<file path="config.mk">
export PLATFORM = sky130hd
export DESIGN_NAME = instruction_prefetch_flat
export DESIGN_NICKNAME = d
export VERILOG_FILES = /design/src/hdl/slurm16_pkg.sv /design/src/hdl/slurm16_mem_if.sv /design/src/hdl/instruction_prefetch.sv /design/src/flat_wrapper.sv
export VERILOG_INCLUDE_DIRS = /design/src /design/src/hdl
export SDC_FILE = /design/constraint.sdc
export NUM_CORES = 1
export LEC_CHECK = 0
export ABC_AREA = 1
export BUFFER_PORTS_ARGS = -buffer_cell sky130_fd_sc_hd__buf_2
export CAP_MARGIN = 40
export CORE_ASPECT_RATIO = 1.1
export CORE_MARGIN = 2
export CORE_UTILIZATION = 45
export CTS_CLUSTER_SIZE = 12
export DETAILED_ROUTE_END_ITERATION = 16
export GPL_ROUTABILITY_DRIVEN = 0
export PLACE_DENSITY = 0.71
export SETUP_SLACK_MARGIN = 0.3
export SYNTH_ARGS = -nofsm -noshare
export SYNTH_HDL_FRONTEND = slang
export SYNTH_SLANG_ARGS = --single-unit
</file>
<file path="constraint.sdc">
create_clock -name CLK -period 4.7 [get_ports CLK]
set_input_delay 0.235 -clock CLK [delete_from_list [all_inputs] [get_ports CLK]]
set_output_delay 0.235 -clock CLK [all_outputs]
set_load 0.01 [all_outputs]
</file>
<file path="src/hdl/slurm16_cfg.svh">
// slurm16 memory subsystem configuration.
// Word and address widths, RAM depth, wait states and reset vector.

`ifndef SLURM16_CFG_SVH
`define SLURM16_CFG_SVH

// Data and instruction word width.
`define SLURM16_BITS 16

// Memory address width.
`define SLURM16_ADDRESS_BITS 16

// RAM depth in words, addresses wrap modulo this.
`define SLURM16_MEM_WORDS 1024

// Cycles between the start of an access and rdy.
`define SLURM16_WAIT_STATES 2

// First fetch address after reset.
`define SLURM16_RESET_VECTOR 16'h0100

`endif

</file>
<file path="src/hdl/slurm16_pkg.sv">
// slurm16 shared types for the memory side of the CPU.

`include "slurm16_cfg.svh"

package slurm16_pkg;

	// One data or instruction word.
	typedef logic [`SLURM16_BITS - 1:0] word_t;

	// One memory address.
	typedef logic [`SLURM16_ADDRESS_BITS - 1:0] addr_t;

	// Arbiter states.
	// The two data states are entered only for a load or store;
	// data_rdy is the single cycle in which the data port is released.
	typedef enum logic [1:0] {
		st_idle        = 2'd0, // Nothing granted.
		st_instruction = 2'd1, // Prefetch owns the bus.
		st_data_val    = 2'd2, // Data access waiting for rdy.
		st_data_rdy    = 2'd3  // Data access done, stall low.
	} arb_state_t;

endpackage

</file>
<file path="src/hdl/slurm16_mem_if.sv">


interface fetch_bus_if;

	slurm16_pkg::addr_t address;
	slurm16_pkg::word_t data;  // Instruction word, valid with rdy.
	logic               valid; // Held until rdy.
	logic               rdy;

	modport requester (
		output address,
		output valid,
		input  data,
		input  rdy
	);

	modport server (
		input  address,
		input  valid,
		output data,
		output rdy
	);

endinterface

</file>
<file path="src/hdl/instruction_prefetch.sv">
// slurm16 instruction prefetch.
// Program counter, one fetch in flight, two-word buffer and branch handling.

`timescale 1ns/1ps
`include "slurm16_cfg.svh"

module instruction_prefetch (
	input  logic               CLK,
	input  logic               RSTb,
	input  logic               fetch_enable,
	input  logic               branch,
	input  slurm16_pkg::addr_t branch_target,
	output slurm16_pkg::word_t instruction_word,
	output logic               instruction_valid,
	input  logic               instruction_take,
	fetch_bus_if.requester     fetch
);

	slurm16_pkg::addr_t pc;             // Next address to fetch.
	slurm16_pkg::addr_t branch_pc;      // Target held while a fetch finishes.
	logic               pending_branch;
	logic               valid_r;

	slurm16_pkg::word_t buf0;           // Oldest word.
	slurm16_pkg::word_t buf1;
	logic [1:0]         count;

	logic take_fire;
	logic word_fire;

	assign fetch.address = pc;
	assign fetch.valid   = valid_r;

	assign instruction_valid = (count != 2'd0);
	assign instruction_word  = buf0;

	assign take_fire = instruction_take && instruction_valid;
	// Returned word is dropped when a branch has overtaken it.
	assign word_fire = valid_r && fetch.rdy && !pending_branch && !branch;

	always_ff @(posedge CLK) begin
		if (RSTb == 1'b0) begin
			pc             <= `SLURM16_RESET_VECTOR;
			valid_r        <= 1'b0;
			pending_branch <= 1'b0;
		end else if (valid_r == 1'b1) begin
			// Address stays put until the word is back.
			if (fetch.rdy == 1'b1) begin
				valid_r        <= 1'b0; // Gives a waiting data request a slot.
				pending_branch <= 1'b0;
				if (branch == 1'b1)
					pc <= branch_target;
				else if (pending_branch == 1'b1)
					pc <= branch_pc;
				else
					pc <= pc + 1'b1;
			end else if (branch == 1'b1) begin
				pending_branch <= 1'b1;
			end
		end else begin
			if (branch == 1'b1)
				pc <= branch_target;
			// Only request when the word will have a slot.
			if (fetch_enable && (count != 2'd2 || take_fire || branch))
				valid_r <= 1'b1;
		end
	end

	always_ff @(posedge CLK) begin
		if (branch == 1'b1)
			branch_pc <= branch_target;
	end

	// Buffer occupancy.
	always_ff @(posedge CLK) begin
		if (RSTb == 1'b0) begin
			count <= 2'd0;
		end else if (branch == 1'b1) begin
			count <= 2'd0; // Flush.
		end else if (word_fire && !take_fire) begin
			count <= count + 2'd1;
		end else if (take_fire && !word_fire) begin
			count <= count - 2'd1;
		end
	end

	// Buffer contents, shifted toward buf0 on a pop.
	always_ff @(posedge CLK) begin
		if (take_fire == 1'b1) begin
			buf0 <= buf1;
			if (word_fire == 1'b1) begin
				if (count == 2'd2)
					buf1 <= fetch.data;
				else
					buf0 <= fetch.data;
			end
		end else if (word_fire == 1'b1) begin
			if (count == 2'd0)
				buf0 <= fetch.data;
			else
				buf1 <= fetch.data;
		end
	end

endmodule

</file>
<file path="src/flat_wrapper.sv">
// flat-port wrapper written by rule: the top's interface ports become plain ports
module instruction_prefetch_flat 
  (CLK, RSTb, fetch_enable, branch, branch_target, instruction_word, instruction_valid, instruction_take, fetch_address, fetch_valid, fetch_data, fetch_rdy);
  fetch_bus_if fetch_i ();
  input  logic CLK;
  input  logic RSTb;
  input  logic fetch_enable;
  input  logic branch;
  input  slurm16_pkg::addr_t branch_target;
  output slurm16_pkg::word_t instruction_word;
  output logic instruction_valid;
  input  logic instruction_take;
  output wire logic [$bits(fetch_i.address)-1:0] fetch_address;
  output wire logic [$bits(fetch_i.valid)-1:0] fetch_valid;
  input wire logic [$bits(fetch_i.data)-1:0] fetch_data;
  input wire logic [$bits(fetch_i.rdy)-1:0] fetch_rdy;
  assign fetch_address = fetch_i.address;
  assign fetch_valid = fetch_i.valid;
  assign fetch_i.data = fetch_data;
  assign fetch_i.rdy = fetch_rdy;
  instruction_prefetch u_core (.CLK(CLK), .RSTb(RSTb), .fetch_enable(fetch_enable), .branch(branch), .branch_target(branch_target), .instruction_word(instruction_word), .instruction_valid(instruction_valid), .instruction_take(instruction_take), .fetch(fetch_i));
endmodule
</file>
### Word level (Yosys, flattened, before mapping)

Cells that the tools add are included.

* magnitude comparators: 0
* multiply operators: 0
* divide/modulo/power cells: 0
* shifts and indexed selects: 0
* eq/ne operators: 5
* reduce and logical (&&, ||, !) cells: 25
* bitwise operators: 1
* $add $sub $neg: 3
* multiplexer cells: 22

Operator list (count)
* $mux W16: 15
* $add A16 B1 Y16 const B: 1
* $reduce_bool A2 Y1: 6
* $logic_and A1 B1 Y1: 7
* $ne A2 B2 Y1 const B: 3
* $reduce_and A2 Y1: 3
* $mux W1: 5
* $logic_not A1 Y1: 4
* $mux W2: 2
* $reduce_and A3 Y1: 1
* $add A2 B1 Y2 const B: 1
* $eq A2 B2 Y1 const B: 1
* $logic_not A2 Y1: 1
* $logic_or A1 B1 Y1: 2
* $ne A2 B1 Y1 const B: 1
* $reduce_or A2 Y1: 1
* $sub A2 B1 Y2 const B: 1
* $not A1 Y1: 1

* word-level logic and storage cells: 63
* output and inout port bits: 34
* memory bits (read-only): 0
* RAM bits: 0
* flip-flop bits (word level): 68
* bits in latches: 0
* memories kept: 0

### Depth between registers and ports, before layout

Gate-level depths: netlist of the first run.

* word-level depth: 7
* depth in mapped cells: 9
* mapped depth without buffers: 9

### Least setup slack after synthesis of the first run

No wires, ideal clock.

* kind: register -> register
* from: reg u_core.valid_r, in the netlist u_core.fetch.valid
* to: reg u_core.buf1[0] (enable)
* stages on the path, launching flop included: 5
* data required time: 4286 ps
* buffers on the path: 0
* arrival time: 2053 ps
* setup time: 414 ps
* slack: 2233 ps
* path through: dfxtp_1 nand2_2 nor3_4 inv_2 a211oi_1

* cells in the longest elaborated chain, start to end: 4

RTL lines
* from (decl): line instruction_prefetch.sv:22 `logic valid_r;`
* from (signal assigned): line instruction_prefetch.sv:44 `valid_r <= 1'b0;`
* from (signal assigned): line instruction_prefetch.sv:49 `valid_r <= 1'b0;`
* from (signal assigned): line instruction_prefetch.sv:65 `valid_r <= 1'b1;`
* $logic_and A1 B1 Y1 (3 in a row): line instruction_prefetch.sv:39 `assign word_fire = valid_r && fetch.rdy && !pending_branch && !branch;`
* $reduce_and A3 Y1 (no source line)
* to (signal assigned): line instruction_prefetch.sv:93 `buf1 <= fetch.data;`
* to (signal assigned): line instruction_prefetch.sv:101 `buf1 <= fetch.data;`
* to (decl): line instruction_prefetch.sv:25 `slurm16_pkg::word_t buf1;`

No other way between the ends.
A chain may end at the register's enable or synchronous reset.

### Worst setup path after layout of the first run

* from: in branch
* to: reg u_core.pc[1], in the netlist u_core.fetch.address[1]

* cells in the longest elaborated chain, start to end: 3

RTL lines
* from (decl): line flat_wrapper.sv:8 `input logic branch;`
* $mux W16: line instruction_prefetch.sv:51 `if (branch == 1'b1)`
* $mux W16: line instruction_prefetch.sv:48 `if (fetch.rdy == 1'b1) begin`
* $mux W16: line instruction_prefetch.sv:46 `end else if (valid_r == 1'b1) begin`
* to (signal assigned): line instruction_prefetch.sv:52 `pc <= branch_target;`
* to (signal assigned): line instruction_prefetch.sv:54 `pc <= branch_pc;`
* to (signal assigned): line instruction_prefetch.sv:56 `pc <= pc + 1'b1;`
* to (decl): line instruction_prefetch.sv:19 `slurm16_pkg::addr_t pc;`

Several ways; a longest one is shown, not always the timed one. The select of a mux whose other input is x is not followed.

==> results.toml, run 1 <==
[clock_network]
cts_resized = 0
clkSinkCount = 68
cts_buffers = 9
root_buffer = "clkbuf_8"
cts_max_path_buffers = 2
cts.htree.levels = 3
clock_latency_ns = 0.34
cts_hold_buf = 0
tritoncts = "done"
path_clk_slew_ns = 0.07
post_cts_buffers = 0

[grt]
track_usage_pct = 17.5
antenna_found_initial = 0
grt_pass1_vias = 2400
grt_first_pass_wirelength_um = 10600
overflow = 0
grt_max_degree = 36

[critical_path]
rr_startpoint = "u_core.fetch.valid"
crit_fanout = 35
path_class = "primary input to flop"
cp_data_required_time_ns = 4.93
crit_path_start_kind = "primary input"
reg2reg_depth = 4
r2r_end = "u_core.fetch.address[1]"
crit_path_end_kind = "flop"
rrSetupSlack_ns = 2.88
critPathArrivalTime_ns = 2.27

[place]
placed_area_um2 = 3520
io_buffers = 71
hpwl_um = 4530
post-place-ws_ns = 2.27

[detailed_routing]
drt_pass1_iterations = 4
drtIter0Drc = 150
ant_nets = 0
post-route-drc-count = 0
vias_per_cell = 4.96
wl_per_cell_um = 12.9
drt-total-wl_um = 6430
dr_total_vias = 2469

[flow_run]
maxCapViolations = 0

[timing]
fmax_mhz = 490
max_slew_margin_pct = 51.1
hold_viol_final = 0
period_share_pct = 43.4
final.min_clock_period_ns = 2.04
rsz0062_at_grt = "false"
tns_ns = 0
slew_viol_final = 0
final.setup.worst_slack_ns = 2.66
setup_violations = 0
worst_pin_slew_ns = 0.733
worst_clock_skew_ns = 0.00502

[floorplanning]
die_y_um = 91.1
num_io_pins = 72
die_x_um = 83.2
start_util_pct = 46.8
core_area_um2 = 6630
die_area_um2 = 7590
rows = 31

[cells_and_area]
syn2layout_area_growth_pct = 18.4
drive_gt1_share_pct = 22.8
num_antenna_cells = 0
final_cell_area_um2 = 3680
nets = 451
fillers = 622

[synth]
syn-cell-area_um2 = 3110
synthTopCellsByArea = "edfxtp_1 (46%), dfxtp_1 (13%), o21ai_0 (7.2%)"
ys_warn_count = 0
synth_top_area_share_pct = 46.4
ys_seq_area_share_pct = 59.3
synth.distinct_cells = 23
synth_seq_cells = 68
synth_top_cell_by_area = "edfxtp_1"
syn_avg_cell_area_um2 = 9.16
syn_inst = 339
syn_nets = 379

[pwr]
power_density_nw_per_um2 = 337
p_leak_nw = 1.61
vdd_ir_drop_max_mv = 0.169

[status]
status = "finished, final reports clean"

[hold_path]
holdPathEnd = "u_core.buf1[10]"
hold_path.class = "primary input to flop"
min_from = "fetch_data[10]"
whs_path_depth = 1
==> cell families (layout without fill, tap and decap cells) <==
kind of cell             after synthesis  after routing  synth area share [%]
AO/OA/AOI/OAI                         84             84                  14.2
AND/OR/NAND/NOR                      122            122                  16.2
buffers and inverters                 55            132                  7.21
flip-flops                            68             68                  59.3
XOR/XNOR                               8              8                  2.26
adder cells (fa/ha/maj)                2              2                 0.805
==> Yosys cell counts, drive strengths merged <==
| library cell | n |
|---|---|
| nand3 | 15 |
| xor2 | 6 |
| clkbuf | 4 |
| nor3 | 1 |
| inv | 43 |
| ha | 2 |
| nand2 | 56 |
| xnor2 | 2 |
| o21ai | 47 |
| edfxtp | 48 |
| nand4 | 4 |
| dfxtp | 20 |
| nor2 | 46 |
| o41ai | 1 |
| buf | 8 |
| a211oi | 1 |
| a21oi | 35 |
==> layer usage <==
layer  vias to the layer above  share of wire (%)  track usage (%)
met1                      1106                 44             20.7
met4                         0                2.1             8.88
li1                       1278                  -                -
met2                        73                 48             30.0
met5                         -                  0                0
met3                        12                5.6             3.82
==> worst max-delay path, stage by stage <==
cell and delay (ns):
buf_2 0.57, inv_2 0.12, o21ai_2 0.54, inv_1 0.45, a21oi_1 0.26, a21oi_1 0.08
==> power by group <==
| group | switching, mW | internal (mW) | leakage [nW] |
|---|---|---|---|
| combinational | 0.0893 | 0.0560 | 0.919 |
| sequential | 0.0271 | 0.677 | 0.612 |
| clock | 0.207 | 0.183 | 0.0813 |
| total | 0.324 | 0.916 | 1.61 |
==> how the worst max path moves through the flow <==
| stage | from | to | slack [ns] | cells after the start |
|---|---|---|---|---|
| detailed placement | branch | u_core.fetch.address[1] | 2.27 | 6 |
| finish | branch | u_core.fetch.address[1] | 2.66 | 6 |
| CTS | branch | u_core.fetch.address[1] | 2.63 | 6 |
| floorplan | u_core.fetch.valid | u_core.buf1[0] | 2.23 | 4 |
| global placement | branch | u_core.fetch.address[5] | 2.43 | 6 |
| global route | branch | u_core.fetch.address[15] | 2.43 | 6 |
==> through the flow <==
| stage | instances | hold WS [ns] | total power [mW] | utilization, % |
|---|---|---|---|---|
| finish | 498 | 0.0823 | 1.24 | 55.5 |
| global route | 498 | 0.0743 | 1.30 | 55.5 |
| CTS | 498 | 0.0705 | 1.25 | 55.5 |
| detailed placement | 482 | 0.429 | 0.863 | 53.1 |
| global placement | 481 | 0.427 | 0.857 | 53.0 |
| floorplan | 339 | 0.334 | 0.800 | - |
==> sequential cells by signal, summed over array words and instances, names as in the netlist <==
register	cells
u_core.pending_branch	1
u_core.buf1	16
u_core.fetch.address	16
u_core.fetch.valid	1
u_core.count	2
u_core.branch_pc	16
u_core.instruction_word	16
==> cells in the final DEF, fill, tap and decap left out, types with 2 or more instances in the layout <==
master     n
inv_1     40
nand4_1    4
ha_1       2
clkinv_1   3
inv_2      3
nor2_1    45
edfxtp_1  48
nand2_1   55
dfxtp_1   20
buf_2     71
xnor2_1    2
o21ai_0   44
buf_4      2
clkinv_2   3
xor2_1     6
clkbuf_8   9
nand3_1   15
a21oi_1   35
==> layout make-up <==
class / count / area [um2] / share of cell area (%)
clock inverter: 7 / 33.8 / 0.918
clock buffer: 9 / 124 / 3.37
tap: 82 / 103 / 2.79
timing repair buffer: 73 / 370 / 10.1
sequential: 68 / 1840 / 50.1
inverter: 43 / 161 / 4.39
multi-input combinational: 216 / 1050 / 28.4
(Power assumes the default switching activity.)
==> run 2: changes to the inputs <==
==> constraint.sdc (replaced) <==
create_clock -name CLK -period 1.9 [get_ports CLK]
set_input_delay 0.095 -clock CLK [delete_from_list [all_inputs] [get_ports CLK]]
set_output_delay 0.095 -clock CLK [all_outputs]
set_load 0.01 [all_outputs]
==> results.toml, run 2 (synthesis results as in run 1) <==
[flow_run]
maxCapViolations = 0

[pwr]
p_leak_nw = 1.81
p_int_mw = 2.60
p_sw_share_pct = 25.0
power_mw = 3.46
clkPwrFrac_pct = 37.4
share_seq_of_total_power_pct = 50.2
vdd_ir_drop_max_mv = 0.620
p_comb_share_pct = 12.4
power_density_nw_per_um2 = 833
p_switching_mw = 0.866

[grt]
grt_first_pass_wirelength_um = 11800
track_usage_pct = 19.4
antenna_found_initial = 0
grt_max_degree = 33
grt_pass1_vias = 2573
overflow = 0

[detailed_routing]
vias_per_cell = 4.93
wl_per_cell_um = 13.1
drtIter0Drc = 135
ant_nets = 0
drt-total-wl_um = 7000
post-route-drc-count = 0
drt_pass1_iterations = 4
dr_total_vias = 2643

[critical_path]
path_cells = "nor2_4 -> nor2_4 -> inv_1 -> ha_1 -> a21oi_1 -> o21ai_0 -> xor2_1 -> nor2_1"
crit_slowest_cell = "dfxtp_4"
crit_path_end_kind = "flop"
critPathMaxStageDelay_ns = 0.40
cp_common_cell = "nor2_4"
r2r_end = "u_core.count[1]"
crit_fanout = 5
critPathTopFamily = "flip-flops"
crit_path_start_kind = "flop"
path_class = "flop to flop"
cp.depth = 8
rrSetupSlack_ns = 0.37
critPathBufInv = 1
critPathArrivalTime_ns = 1.80
rr_startpoint = "u_core.count[0]"
reg2reg_depth = 8
cp_data_required_time_ns = 2.18

[place]
io_buffers = 71
placed_cells = 486
placed_area_um2 = 3570
hpwl_um = 4510

[clock_network]
cts_buffers = 9
tritoncts = "done"
root_buffer = "clkbuf_8"
path_clk_slew_ns = 0.07
cts.htree.levels = 3
clkSinkCount = 68
clock_latency_ns = 0.34
cts_max_path_buffers = 2

[status]
status = "finished with violations"
violations = "hold timing"

[cells_and_area]
syn2layout_area_growth_pct = 33.9
nets = 489
fin_cells = 536
fin_util_pct = 62.7
num_antenna_cells = 0
final_cell_mix = "buf_2 (71), nand2_1 (55), edfxtp_1 (48)"
final_common_cell = "buf_2"
final_cell_area_um2 = 4160
drive_gt1_share_pct = 25.1

[timing]
whs_ns = -0.00399
setup_violations = 0
hold_viol_final = 1
tns_ns = 0
max_slew_margin_pct = 58.6
fmax_mhz = 655
final.min_clock_period_ns = 1.53
period_share_pct = 80.3
slew_viol_final = 0
worst_pin_slew_ns = 0.620
rsz0062_at_grt = "false"
worst_clock_skew_ns = 0.00695

[floorplanning]
core_area_um2 = 6630
die_x_um = 83.2
num_io_pins = 72
rows = 31
start_util_pct = 46.8
die_y_um = 91.1
die_area_um2 = 7590

[hold_path]
whs_path_depth = 3
min_from = "fetch_enable"
hold_path.class = "primary input to flop"
holdPathEnd = "u_core.fetch.valid"
## run 2: repair_timing
item                                   CTS  global route
resized for setup                        3            11
endpoints found under the hold margin   32             0
hold buffers                            32             0
setup buffers                            0             2
pin swaps                                0             1
setup endpoints to repair                3            12
## run 2: power by group through the flow
stage / combinational (mW) / clock, mW / sequential, mW
CTS: 0.427 / 1.32 / 1.74
floorplan: 0.200 / 0 / 1.78
detailed placement: 0.373 / 0 / 1.77
finish: 0.429 / 1.30 / 1.74
global route: 0.485 / 1.39 / 1.75
global placement: 0.364 / 0 / 1.77
## run 2: stage by stage
step                      hold WS [ns]  setup WS, ns
after detailed placement         0.287        0.0975
after CTS                      0.00105         0.230
after global routing            0.0224         0.270
after floorplan                  0.194         0.271
after global placement           0.286         0.245
final                         -0.00399         0.374
## run 2: cell type report
class | count | area, um2
fill | 564 | 2470
clock buffer | 9 | 124
clock inverter | 7 | 91.3
multi-input combinational | 216 | 1080
inverter | 43 | 161
timing repair buffer | 111 | 739
tap | 82 | 103
sequential | 68 | 1860
## run 2: tightest hold or removal path, stage by stage
cell,delay [ns]
buf_2,0.10
o41ai_1,0.05
a21oi_1,0.06
## run 2: how the worst max path moves through the flow
stage,slack [ns],to,start
after floorplan,0.27,u_core.buf1[0],u_core.pending_branch
after global placement,0.24,u_core.count[1],u_core.count[0]
after detailed placement,0.1,u_core.count[1],u_core.count[0]
after CTS,0.23,u_core.count[1],u_core.count[0]
after global routing,0.27,u_core.count[1],u_core.count[0]
final,0.37,u_core.count[1],u_core.count[0]
## run 2: per-layer routing
layer | share of wire, % | vias to the layer above | wire [um] | track usage [%]
met5 | 0 | - | 0 | 0
met2 | 50 | 60 | 3510 | 34.3
met4 | 1.5 | 0 | 102 | 7.38
li1 | - | 1360 | - | -
met1 | 44 | 1212 | 3110 | 23.3
met3 | 4.0 | 11 | 277 | 4.00
