[src/hdl/slurm16_cfg.svh]
// slurm16 memory subsystem configuration.
// Word and address widths, RAM depth, wait states and reset vector.

`ifndef SLURM16_CFG_SVH
`define SLURM16_CFG_SVH

// Data and instruction word width.
`define SLURM16_BITS 16

// Memory address width.
`define SLURM16_ADDRESS_BITS 16

// RAM depth in words, addresses wrap modulo this.
`define SLURM16_MEM_WORDS 1024

// Cycles between the start of an access and rdy.
`define SLURM16_WAIT_STATES 2

// First fetch address after reset.
`define SLURM16_RESET_VECTOR 16'h0100

`endif

[src/hdl/slurm16_pkg.sv]
// slurm16 shared types for the memory side of the CPU.

`include "slurm16_cfg.svh"

package slurm16_pkg;

	// One data or instruction word.
	typedef logic [`SLURM16_BITS - 1:0] word_t;

	// One memory address.
	typedef logic [`SLURM16_ADDRESS_BITS - 1:0] addr_t;

	// Arbiter states.
	// The two data states are entered only for a load or store;
	// data_rdy is the single cycle in which the data port is released.
	typedef enum logic [1:0] {
		st_idle        = 2'd0, // Nothing granted.
		st_instruction = 2'd1, // Prefetch owns the bus.
		st_data_val    = 2'd2, // Data access waiting for rdy.
		st_data_rdy    = 2'd3  // Data access done, stall low.
	} arb_state_t;

endpackage

[src/hdl/slurm16_mem_if.sv]
// slurm16 bus interfaces.
// mem_bus_if runs from the arbiter to the RAM, fetch_bus_if from prefetch to arbiter.

`timescale 1ns/1ps

interface mem_bus_if;

	slurm16_pkg::addr_t address;
	slurm16_pkg::word_t wdata;
	slurm16_pkg::word_t rdata; // Valid while rdy is high.
	logic               wr;
	logic               valid; // Held until rdy.
	logic               rdy;   // One-cycle pulse.

	modport master (
		output address,
		output wdata,
		output wr,
		output valid,
		input  rdata,
		input  rdy
	);

	modport slave (
		input  address,
		input  wdata,
		input  wr,
		input  valid,
		output rdata,
		output rdy
	);

endinterface

interface fetch_bus_if;

	slurm16_pkg::addr_t address;
	slurm16_pkg::word_t data;  // Instruction word, valid with rdy.
	logic               valid; // Held until rdy.
	logic               rdy;

	modport requester (
		output address,
		output valid,
		input  data,
		input  rdy
	);

	modport server (
		input  address,
		input  valid,
		output data,
		output rdy
	);

endinterface

[src/hdl/cpu_memory_interface.sv]
// slurm16 memory arbiter.
// Shares one memory bus between the instruction prefetch and the data port.

`timescale 1ns/1ps

module cpu_memory_interface (
	input  logic               CLK,
	input  logic               RSTb,

	// Instruction side.
	fetch_bus_if.server        fetch,

	// Data port.
	input  slurm16_pkg::addr_t data_address,
	input  slurm16_pkg::word_t data_write_value,
	output slurm16_pkg::word_t data_read_value,
	input  logic               data_wr,
	input  logic               data_req,
	output logic               data_stall,

	// Memory side.
	mem_bus_if.master          mem
);

	slurm16_pkg::arb_state_t state;
	slurm16_pkg::arb_state_t state_next;

	slurm16_pkg::word_t data_read_value_r;

	// Port is released only in the completion cycle.
	assign data_stall = (state != slurm16_pkg::st_data_rdy);
	assign data_read_value = data_read_value_r;

	always_ff @(posedge CLK) begin
		if (RSTb == 1'b0) begin
			state <= slurm16_pkg::st_idle;
		end else begin
			state <= state_next;
		end
	end

	// Read word is captured on rdy, so it is stable through data_rdy.
	always_ff @(posedge CLK) begin
		if (state == slurm16_pkg::st_data_val && mem.rdy == 1'b1) begin
			data_read_value_r <= mem.rdata;
		end
	end

	// Next state.
	always_comb begin
		state_next = state;

		case (state)
			slurm16_pkg::st_idle: begin
				if (data_req == 1'b1) begin
					state_next = slurm16_pkg::st_data_val; // Data wins in idle.
				end else if (fetch.valid == 1'b1) begin
					state_next = slurm16_pkg::st_instruction;
				end
			end

			slurm16_pkg::st_instruction: begin
				// Prefetch drops valid for a cycle after each word.
				if (fetch.valid == 1'b0) begin
					state_next = slurm16_pkg::st_idle;
				end
			end

			slurm16_pkg::st_data_val: begin
				if (mem.rdy == 1'b1) begin
					state_next = slurm16_pkg::st_data_rdy;
				end
			end

			slurm16_pkg::st_data_rdy: begin
				state_next = slurm16_pkg::st_idle; // Single release cycle.
			end

			default: begin
				state_next = slurm16_pkg::st_idle;
			end
		endcase
	end

	// Bus outputs.
	// The instruction path is passed straight through while granted.
	always_comb begin
		mem.valid   = 1'b0;
		mem.address = '0;
		mem.wdata   = '0;
		mem.wr      = 1'b0;
		fetch.rdy   = 1'b0;
		fetch.data  = '0;

		case (state)
			slurm16_pkg::st_instruction: begin
				mem.valid   = fetch.valid;
				mem.address = fetch.address;
				fetch.rdy   = mem.rdy;
				fetch.data  = mem.rdata;
			end

			slurm16_pkg::st_data_val: begin
				mem.valid   = 1'b1; // Held until rdy.
				mem.address = data_address;
				mem.wdata   = data_write_value;
				mem.wr      = data_wr;
			end

			default: begin
				mem.valid = 1'b0; // Idle and data_rdy keep the bus quiet.
			end
		endcase
	end

endmodule

[src/flat_wrapper.sv]
// flat-port wrapper written by rule: the top's interface ports become plain ports
module cpu_memory_interface_flat 
  (CLK, RSTb, data_address, data_write_value, data_read_value, data_wr, data_req, data_stall, fetch_address, fetch_valid, fetch_data, fetch_rdy, mem_address, mem_wdata, mem_wr, mem_valid, mem_rdata, mem_rdy);
  fetch_bus_if fetch_i ();
  mem_bus_if mem_i ();
  input  logic CLK;
  input  logic RSTb;
  input  slurm16_pkg::addr_t data_address;
  input  slurm16_pkg::word_t data_write_value;
  output slurm16_pkg::word_t data_read_value;
  input  logic data_wr;
  input  logic data_req;
  output logic data_stall;
  input wire logic [$bits(fetch_i.address)-1:0] fetch_address;
  input wire logic [$bits(fetch_i.valid)-1:0] fetch_valid;
  output wire logic [$bits(fetch_i.data)-1:0] fetch_data;
  output wire logic [$bits(fetch_i.rdy)-1:0] fetch_rdy;
  output wire logic [$bits(mem_i.address)-1:0] mem_address;
  output wire logic [$bits(mem_i.wdata)-1:0] mem_wdata;
  output wire logic [$bits(mem_i.wr)-1:0] mem_wr;
  output wire logic [$bits(mem_i.valid)-1:0] mem_valid;
  input wire logic [$bits(mem_i.rdata)-1:0] mem_rdata;
  input wire logic [$bits(mem_i.rdy)-1:0] mem_rdy;
  assign fetch_i.address = fetch_address;
  assign fetch_i.valid = fetch_valid;
  assign fetch_data = fetch_i.data;
  assign fetch_rdy = fetch_i.rdy;
  assign mem_address = mem_i.address;
  assign mem_wdata = mem_i.wdata;
  assign mem_wr = mem_i.wr;
  assign mem_valid = mem_i.valid;
  assign mem_i.rdata = mem_rdata;
  assign mem_i.rdy = mem_rdy;
  cpu_memory_interface u_core (.CLK(CLK), .RSTb(RSTb), .fetch(fetch_i), .data_address(data_address), .data_write_value(data_write_value), .data_read_value(data_read_value), .data_wr(data_wr), .data_req(data_req), .data_stall(data_stall), .mem(mem_i));
endmodule
[config.mk]
export PLATFORM = sky130hd
export DESIGN_NAME = cpu_memory_interface_flat
export DESIGN_NICKNAME = d
export VERILOG_FILES = /design/src/hdl/slurm16_pkg.sv /design/src/hdl/slurm16_mem_if.sv /design/src/hdl/cpu_memory_interface.sv /design/src/flat_wrapper.sv
export VERILOG_INCLUDE_DIRS = /design/src /design/src/hdl
export SDC_FILE = /design/constraint.sdc
export NUM_CORES = 1
export LEC_CHECK = 0
export BUFFER_PORTS_ARGS = -buffer_cell sky130_fd_sc_hd__buf_2
export CORE_MARGIN = 2
export CORE_UTILIZATION = 34
export CTS_CLUSTER_SIZE = 25
export DETAILED_ROUTE_END_ITERATION = 12
export PLACE_DENSITY = 0.81
export SLEW_MARGIN = 40
export SYNTH_ARGS = -nofsm -noshare
export SYNTH_HDL_FRONTEND = slang
export SYNTH_SLANG_ARGS = --single-unit
[constraint.sdc]
create_clock -name CLK -period 2.2 [get_ports CLK]
set_input_delay 0.22 -clock CLK [delete_from_list [all_inputs] [get_ports CLK]]
set_output_delay 0.22 -clock CLK [all_outputs]
set_load 0.05 [all_outputs]
After elaboration in Yosys (flattened, before gate mapping)
Index checks and enable logic that the tools add are counted.

storage, ports and cells
  register bits after elaboration = 18
  bits of input ports = 70
  output and inout port bits = 68
  word-level logic and storage cells = 23

operators by class
  eq/ne operators = 7
  multiplexer cells = 11
  reduce and logical (&&, ||, !) cells = 3

operator list
  operator            count
  $mux 16             2
  $pmux 16 s2         1
  $mux 2              4
  $pmux 2 s4          1
  $ne 2x2->1 const B  3
  $eq 2x2->1 const B  2
  $ne 3x3->1 const B  1
  $reduce_and 3->1    1
  $eq 2x1->1 const B  1
  $logic_not 2->1     1
  $mux 1              2
  $pmux 1 s2          1
  $logic_and 1x1->1   1

Longest topological paths before layout
Gate-level depths: netlist (run 1).

  depth after elaboration = 3
  mapped depth = 6
  mapped depth without buffers = 5

Worst setup path before layout (run 1)
OpenSTA, ideal clock, no wires.

  path kind = flip-flop to output port
  from = register u_core.state[1]
  to = output mem_address[10]
  data arrival time = 1737 ps
  slack = 243 ps
  cell stages (with the launch flop) = 5
  path buffers = 1
  path through = dfxtp_1 -> inv_1 -> ha_1 -> clkbuf_1 -> nor2b_1

on the way
  word-level cells in the longest chain between the ends = 2

ends and longest elaborated chain
  what                                             RTL line                    RTL
  from (decl)                                      cpu_memory_interface.sv:25  slurm16_pkg::arb_state_t state;
  from (signal assigned)                           cpu_memory_interface.sv:36  state <= slurm16_pkg::st_idle;
  from (signal assigned)                           cpu_memory_interface.sv:38  state <= state_next;
  $eq 2x2->1 / $eq 2x1->1 (equally long branches)  cpu_memory_interface.sv:95  case (state)
  $pmux 16 s2 (*)                                  cpu_memory_interface.sv:95
  to (decl)                                        flat_wrapper.sv:18          output wire logic [$bits(mem_i.address)-1:0] mem_address;

Mark *: on every way between the ends. The rest lies on a longest branch, timed or not.

Worst setup path in the final report (run 1)
  from = register u_core.state[0]
  to = output mem_address[10]

Same word-level chain as after synthesis.

==> impl_results.md, run 1 <==
* GR met2 Demand/Resource at 0.297
* Final Critical Period at 2.00 ns
* F_max at ~0.50 GHz
* First-pass GRT wire length at 5360 um
* Setup TNS at 0 ns
* Sw Pwr at 0.00140 W
* Top cell family by delay on the critical path: adder cells
* Antenna cell count at 0
* Critical Path AT at 1.78 ns
* Largest net degree at the start of global routing at 28
* Area growth syn-to-layout at 64.0%
* Sequential element share of the synthesized area at 0.433
* Hold/Removal Path Class: in2reg
* Synth area leader: edfxtp_1
* Top cell type's share of synthesized area at 0.400
* Clock latency on the worst-skew pair at ~0.28 ns
* Syn_nets at ~190
* Combinational power share at 0.738
* Outcome: finished clean
* Fin Hold WS at roughly 0.12 ns
* Post-cts repair resize count at 1
* Place WS at 0.327 ns
* Layout net count at 327
* RSZ-0062 raised after global routing: no
* Initial core utilization at 0.358
* Mean area per synthesized cell at 10.5 sq um
* GRT busiest layer: met2
* Worst setup margin at 0.203 ns
* CORE AREA at between 3000 and 4000 sq um
* GRT overflow at 0
* Worst Tran Pin Value at between 0.3 and 0.4 ns
* Power Density at 1250 nW/um^2
* Detailed Place HPWL at 2770 um
* Die height at 63.5 um
* H-tree depth at 1
* Met3 Track Usage GR at 0.0339
* Final setup vio count at 0
* Power Internal at 0.00107 W
* Synth unique cells at 19
* Max Slew Vio Count at 0
* CP Cell Sequence: inv_1 -> ha_2 -> a22oi_1 -> nor2b_1 -> buf_2
* Crit path buf inv count at 2
* Initial DRC Count at 63
* Vias in the first global route at 1269
* Die Wd at 63.5 um
* Switching share of power at 0.567
* Maxcap violations at 0
* Peak supply drop at between 0.5 and 0.6 mV
* Max stage delay on crit path at 0.43 ns
* Routed len/inst at 11.4 um
* Req. time, crit path at 1.98 ns
* Via/cell ratio at 4.50
* Num ports at 138
* Number of antenna-violating nets in the routed design at 0
* Final Cell Area at 1970 sq um
* Drt first pass iters at 4
* Worst-path clk slew at 0.10 ns
* Clock buffer depth at 2
* Initial antenna violation count at 0
* Relative slew slack at 0.768
* Clk sink count at 18
* Clock network power share at 0.078
* IO Port Bufs at 137
* # hold bufs at CTS at 0
* Core Rows at 21
* CTS tree: yes
* Critical Path Sink Type: output port
* Main area contributors after synthesis: edfxtp_1 (40%), and2_1 (18%), a22oi_1 (10%), nor2b_1 (8.8%), ha_1 (6.2%)
* DRC viols at 0
* Sequential power share at 0.183
* Clk_skew at 0.00415 ns
* Synth Instances at about 120
* Syn Std Cell Area at 1200 sq um
* Layout cells sized above 1 at 0.600
* Post-CTS Repair Setup Buffers at 0
* Post-DP Area at 1930 sq um
* Final GP Congestion at 0.736
* Synth Register Bits at 18
* DRT Wirelength at 3370 um
* GRT met1 Usage at 0.197
* Vias at 1331
* CP max FO at 19
* CP max stage cell: ha_2
* Final core occ at 0.586
* Die area at slightly above 4000 sq um
* WS Path Type: reg2out
* GRT Resource Usage Total at 0.167
* Fin crit share at 0.908
* Critical Path Source Type: flop
* Synth warn at 0
* Static leakage at 1.04 nW
* CTS Buf Count at 3
* Final Hold Fails at 0
* CTS root buffer: clkbuf_4
-- layout by cell type (no fill, tap or decap), drive strengths merged --
cell type  count
buf          139
and2          35
nor2b         18
a22oi         16
edfxtp        16
ha             6
nand2          4
clkbuf         4
inv            3
mux2i          2
dfxtp          2
a21oi          1
o211ai         1
nor2           1
a221oi         1
mux2           1
-- synthesized netlist by cell type --
cell type and count:
clkbuf_1 3, nand2_1 4, nor2b_4 1, dfxtp_1 2, and2_1 35, nor2b_1 17, a21oi_1 1, mux2_2 1
o211ai_1 1, ha_1 6, buf_2 2, edfxtp_1 16, buf_6 1, a221oi_4 1, mux2i_1 2, buf_4 2
inv_1 3, a22oi_1 16, nor2_1 1
-- through the flow --
| step | total power [W] | cells |
|---|---|---|
| 2_1_floorplan | 0.00189 | 115 |
| 3_3_place_gp | 0.00225 | 292 |
| 3_5_place_dp | 0.00227 | 292 |
| 4_1_cts | 0.00247 | 296 |
| 5_1_grt | 0.00261 | 296 |
| 6_report | 0.00246 | 296 |
-- worst paths after layout --
kind              startpoint                   endpoint  cells past startpoint  slack, ns
max          u_core.state[0]            mem_address[10]                      5       0.20
min             mem_rdata[7]  u_core.data_read_value[7]                      1       0.12
max reg2reg  u_core.state[1]            u_core.state[0]                      5       0.62
min reg2reg  u_core.state[0]            u_core.state[0]                      2       0.52
-- area by class of cell --
class                   instances  area (sq um)
fillers                       301          1390
multi-input cells              86           633
clock buffers                   4          36.3
well taps                      46          57.6
repair buffers                139           713
inverters                       3          11.3
flip-flops and latches         18           520
-- sequential cells by signal, summed over array words and instances (netlist names) --
name                    count
u_core.state                2
u_core.data_read_value     16
-- metal layers --
metal	vias up	wire length, um
met5	-	0
li1	666	-
met1	584	1340
met2	77	1700
met4	0	40
met3	4	284
-- power groups by stage --
stage | Combinational, W | Clock, W | Sequential, W
after detailed placement | 0.00181 | 0 | 0.000459
final | 0.00182 | 0.000193 | 0.000451
after global placement | 0.00179 | 0 | 0.000455
after global routing | 0.00193 | 0.000217 | 0.000457
after CTS | 0.00181 | 0.000202 | 0.000451
after floorplan | 0.00134 | 0 | 0.000554
-- cells by family after synthesis --
logic type	after synthesis	synth area share
compound gates	19	0.132
buf+inv	11	0.0489
simple gates	58	0.298
mux	3	0.0260
flops	18	0.433
fa+ha+maj	6	0.0624
(Power assumes the default switching activity.)
==> run 2: changes to the inputs <==
Clock period 2.2 ns to 1.89 ns, I/O delays scaled along.
==> run 2 against run 1 <==
Net effect: flip-flop and latch count did not move; via count is 1.1% higher; worst setup slack worse by 0.12 ns; critical path depth is 1 higher; register-to-register slack worse by 0.27 ns; cell area grew 4.9%; non-clock buffer count rose by 2; final cell count rose by 0.34%; count of clock-buffer cells in the layout is 1 lower; first-iteration DRC count decreased by 32%.
==> impl_results.md, run 2 (synthesis results as in run 1) <==
* Drt first pass iters at 4 (unchanged)
* GRT overflow at 0 (unchanged)
* F_max at 0.552 GHz
* GRT met1 Usage at 0.188 (was 0.197)
* Hold Crit Depth at 1 (unchanged)
* First-pass GRT wire length at 5240 um (was 5360 um)
* Peak supply drop at 0.658 mV (was 0.519 mV)
* Fin Hold WS at 0.0900 ns (was 0.120 ns)
* CP max FO at 29 (was 19)
* Req. time, crit path at 1.70 ns (was 1.98 ns)
* Critical Path AT at 1.62 ns (was 1.78 ns)
* Fin crit share at 0.958
* Power Density at 1450 nW/um^2 (was 1250 nW/um^2)
* Worst setup margin at 0.0797 ns (was 0.203 ns)
* DRC viols at 0 (unchanged)
* Hold path endpoint: u_core.data_read_value[14] (was u_core.data_read_value[7])
* Final Critical Period at 1.81 ns
* Met3 Track Usage GR at 0.0339 (unchanged)
* GR met2 Demand/Resource at 0.295 (was 0.297)
* CORE AREA at 3360 sq um (unchanged)
* Most common cell after layout, fill and taps aside: buf_2 (unchanged)
* Relative slew slack at 0.829 (was 0.768)
* Number of antenna-violating nets in the routed design at 0 (unchanged)
* Crit Reg-Reg Startpoint: u_core.state[0] (was u_core.state[1])
* Num ports at 138 (unchanged)
* Die area at 4030 sq um (unchanged)
* Placed cells at 294 (was 292)
* GRT Resource Usage Total at 0.163 (was 0.167)
* Detailed Place HPWL at 2880 um (was 2770 um)
* Outcome: finished clean (unchanged)
* Post-CTS Repair Setup Buffers at 0 (unchanged)
* Worst-path clk slew at 0.09 ns (was 0.10 ns)
* WS Path Type: reg2out (unchanged)
* Final Power at 0.00301 W (was 0.00246 W)
* Vias in the first global route at 1181 (was 1269)
* Static leakage at 1.05 nW (was 1.04 nW)
* Vias at 1345 (was 1331)
* DRT Wirelength at 3690 um (was 3370 um)
* IO Port Bufs at 137 (unchanged)
* Initial DRC Count at 43 (was 63)
* Reg2Reg Setup Slack at 0.35 ns (was 0.62 ns)
* Via/cell ratio at 4.53 (was 4.50)
* R2R Path End: u_core.data_read_value[8] (was u_core.state[0])
* Commonest non-fill, non-tap cells in the layout: buf_2 (121), and2_1 (35), edfxtp_1 (16) (was buf_2 (137), and2_1 (35), nor2b_1 (17))
* Clk sink count at 18 (unchanged)
* Hold/Removal Path Class: in2reg (unchanged)
* Final core occ at 0.615 (was 0.586)
* Worst reg2reg path depth at 5 (unchanged)
* Place WS at 0.00955 ns (was 0.327 ns)
* Area growth syn-to-layout at 72.1% (was 64.0%)
* # hold bufs at CTS at 0 (unchanged)
* GRT busiest layer: met2 (unchanged)
* Worst Tran Pin Value at 0.259 ns (was 0.348 ns)
* Clk_skew at 0.000870 ns (was 0.00415 ns)
* Layout cells sized above 1 at 0.657 (was 0.600)
* Critical Path Sink Type: output port (unchanged)
* Layout Cells excl Fill at 297 (was 296)
* CTS Buf Count at 3 (unchanged)
* CTS tree: yes (unchanged)
* Routed len/inst at 12.4 um (was 11.4 um)
* Antenna cell count at 0 (unchanged)
* Maxcap violations at 0 (unchanged)
* Initial antenna violation count at 0 (unchanged)
* Max Slew Vio Count at 0 (unchanged)
* Critical Path Source Type: flop (unchanged)
* Die Wd at 63.5 um (unchanged)
* Layout net count at 329 (was 327)
* Largest net degree at the start of global routing at 30 (was 28)
* Fillers at 309 (was 301)
* Initial core utilization at 0.358 (unchanged)
* Clock latency on the worst-skew pair at 0.28 ns (about the same)
* Worst Hold Launch: mem_rdata[14] (was mem_rdata[7])
* Largest register FFs at 16 (unchanged)
* Core Rows at 21 (unchanged)
* Final GP Congestion at 0.767 (was 0.736)
* CTS root buffer: clkbuf_4 (unchanged)
* Die height at 63.5 um (unchanged)
* RSZ-0062 raised after global routing: no (unchanged)
* Clock buffer depth at 2 (unchanged)
* Final setup vio count at 0 (unchanged)
* H-tree depth at 1 (unchanged)
* Final Hold Fails at 0 (unchanged)
## run 2: changes by cell type in the layout (fill, tap and decap cells not counted), moves of 2 or more
| cell | change |
|---|---|
| buf_2 | -16 |
| buf_4 | +7 |
| clkbuf_4 | +10 |
| dfxtp_1 | -2 |
| ha_2 | -3 |
| ha_4 | +2 |
| inv_1 | -2 |
| inv_2 | +2 |
| nor2b_1 | -10 |
| nor2b_2 | +10 |
## run 2: power breakdown
group          internal, W  leakage, nW  switching (W)
logic             0.000753        0.870        0.00153
registers         0.000503        0.163      0.0000369
clock network    0.0000739       0.0138       0.000105
## run 2: worst max-delay path by stage
stage,cells past startpoint,end,slack (ns),startpoint
6_report,6,mem_address[11],0.08,u_core.state[1]
5_1_grt,6,mem_address[11],0.006,u_core.state[1]
4_1_cts,6,mem_address[5],-0.001,u_core.state[1]
3_5_place_dp,5,mem_address[5],0.01,u_core.state[0]
3_3_place_gp,5,mem_address[13],0.12,u_core.state[0]
2_1_floorplan,6,mem_address[3],0.04,u_core.state[1]
## run 2: critical path, cell delays in order, from the launching register on
cell,delay (ns)
dfxtp_4,0.38
inv_2,0.09
ha_2,0.21
buf_12,0.18
a22oi_1,0.10
nor2b_2,0.13
clkbuf_4,0.24
## run 2: timing repair
action / CTS / global route
endpoints found under the setup margin: 17 / 42
cloned: 0 / 0
gates resized for setup: 7 / 25
## run 2: cell type report
| class | instances | area (sq um) | area share |
|---|---|---|---|
| timing repair buffer | 141 | 772 | 0.373 |
| multi-input combinational | 86 | 681 | 0.329 |
| sequential | 18 | 526 | 0.254 |
| tap | 46 | 57.6 | 0.0278 |
| clock buffer | 3 | 22.5 | 0.0109 |
| inverter | 3 | 11.3 | 0.00544 |
## run 2: metal layers
metal,vias up,part of all wire
met5,-,0
met4,0,0.0065
met3,2,0.079
met2,72,0.55
met1,604,0.36
li1,667,-
## run 2: metrics by stage
stage / TNS [ns] / instance area [sq um]
global placement: 0 / 1970
detailed placement: 0 / 1970
finish: 0 / 2070
global route: 0 / 2070
CTS: -0.00100 / 2020
floorplan: 0 / 1230
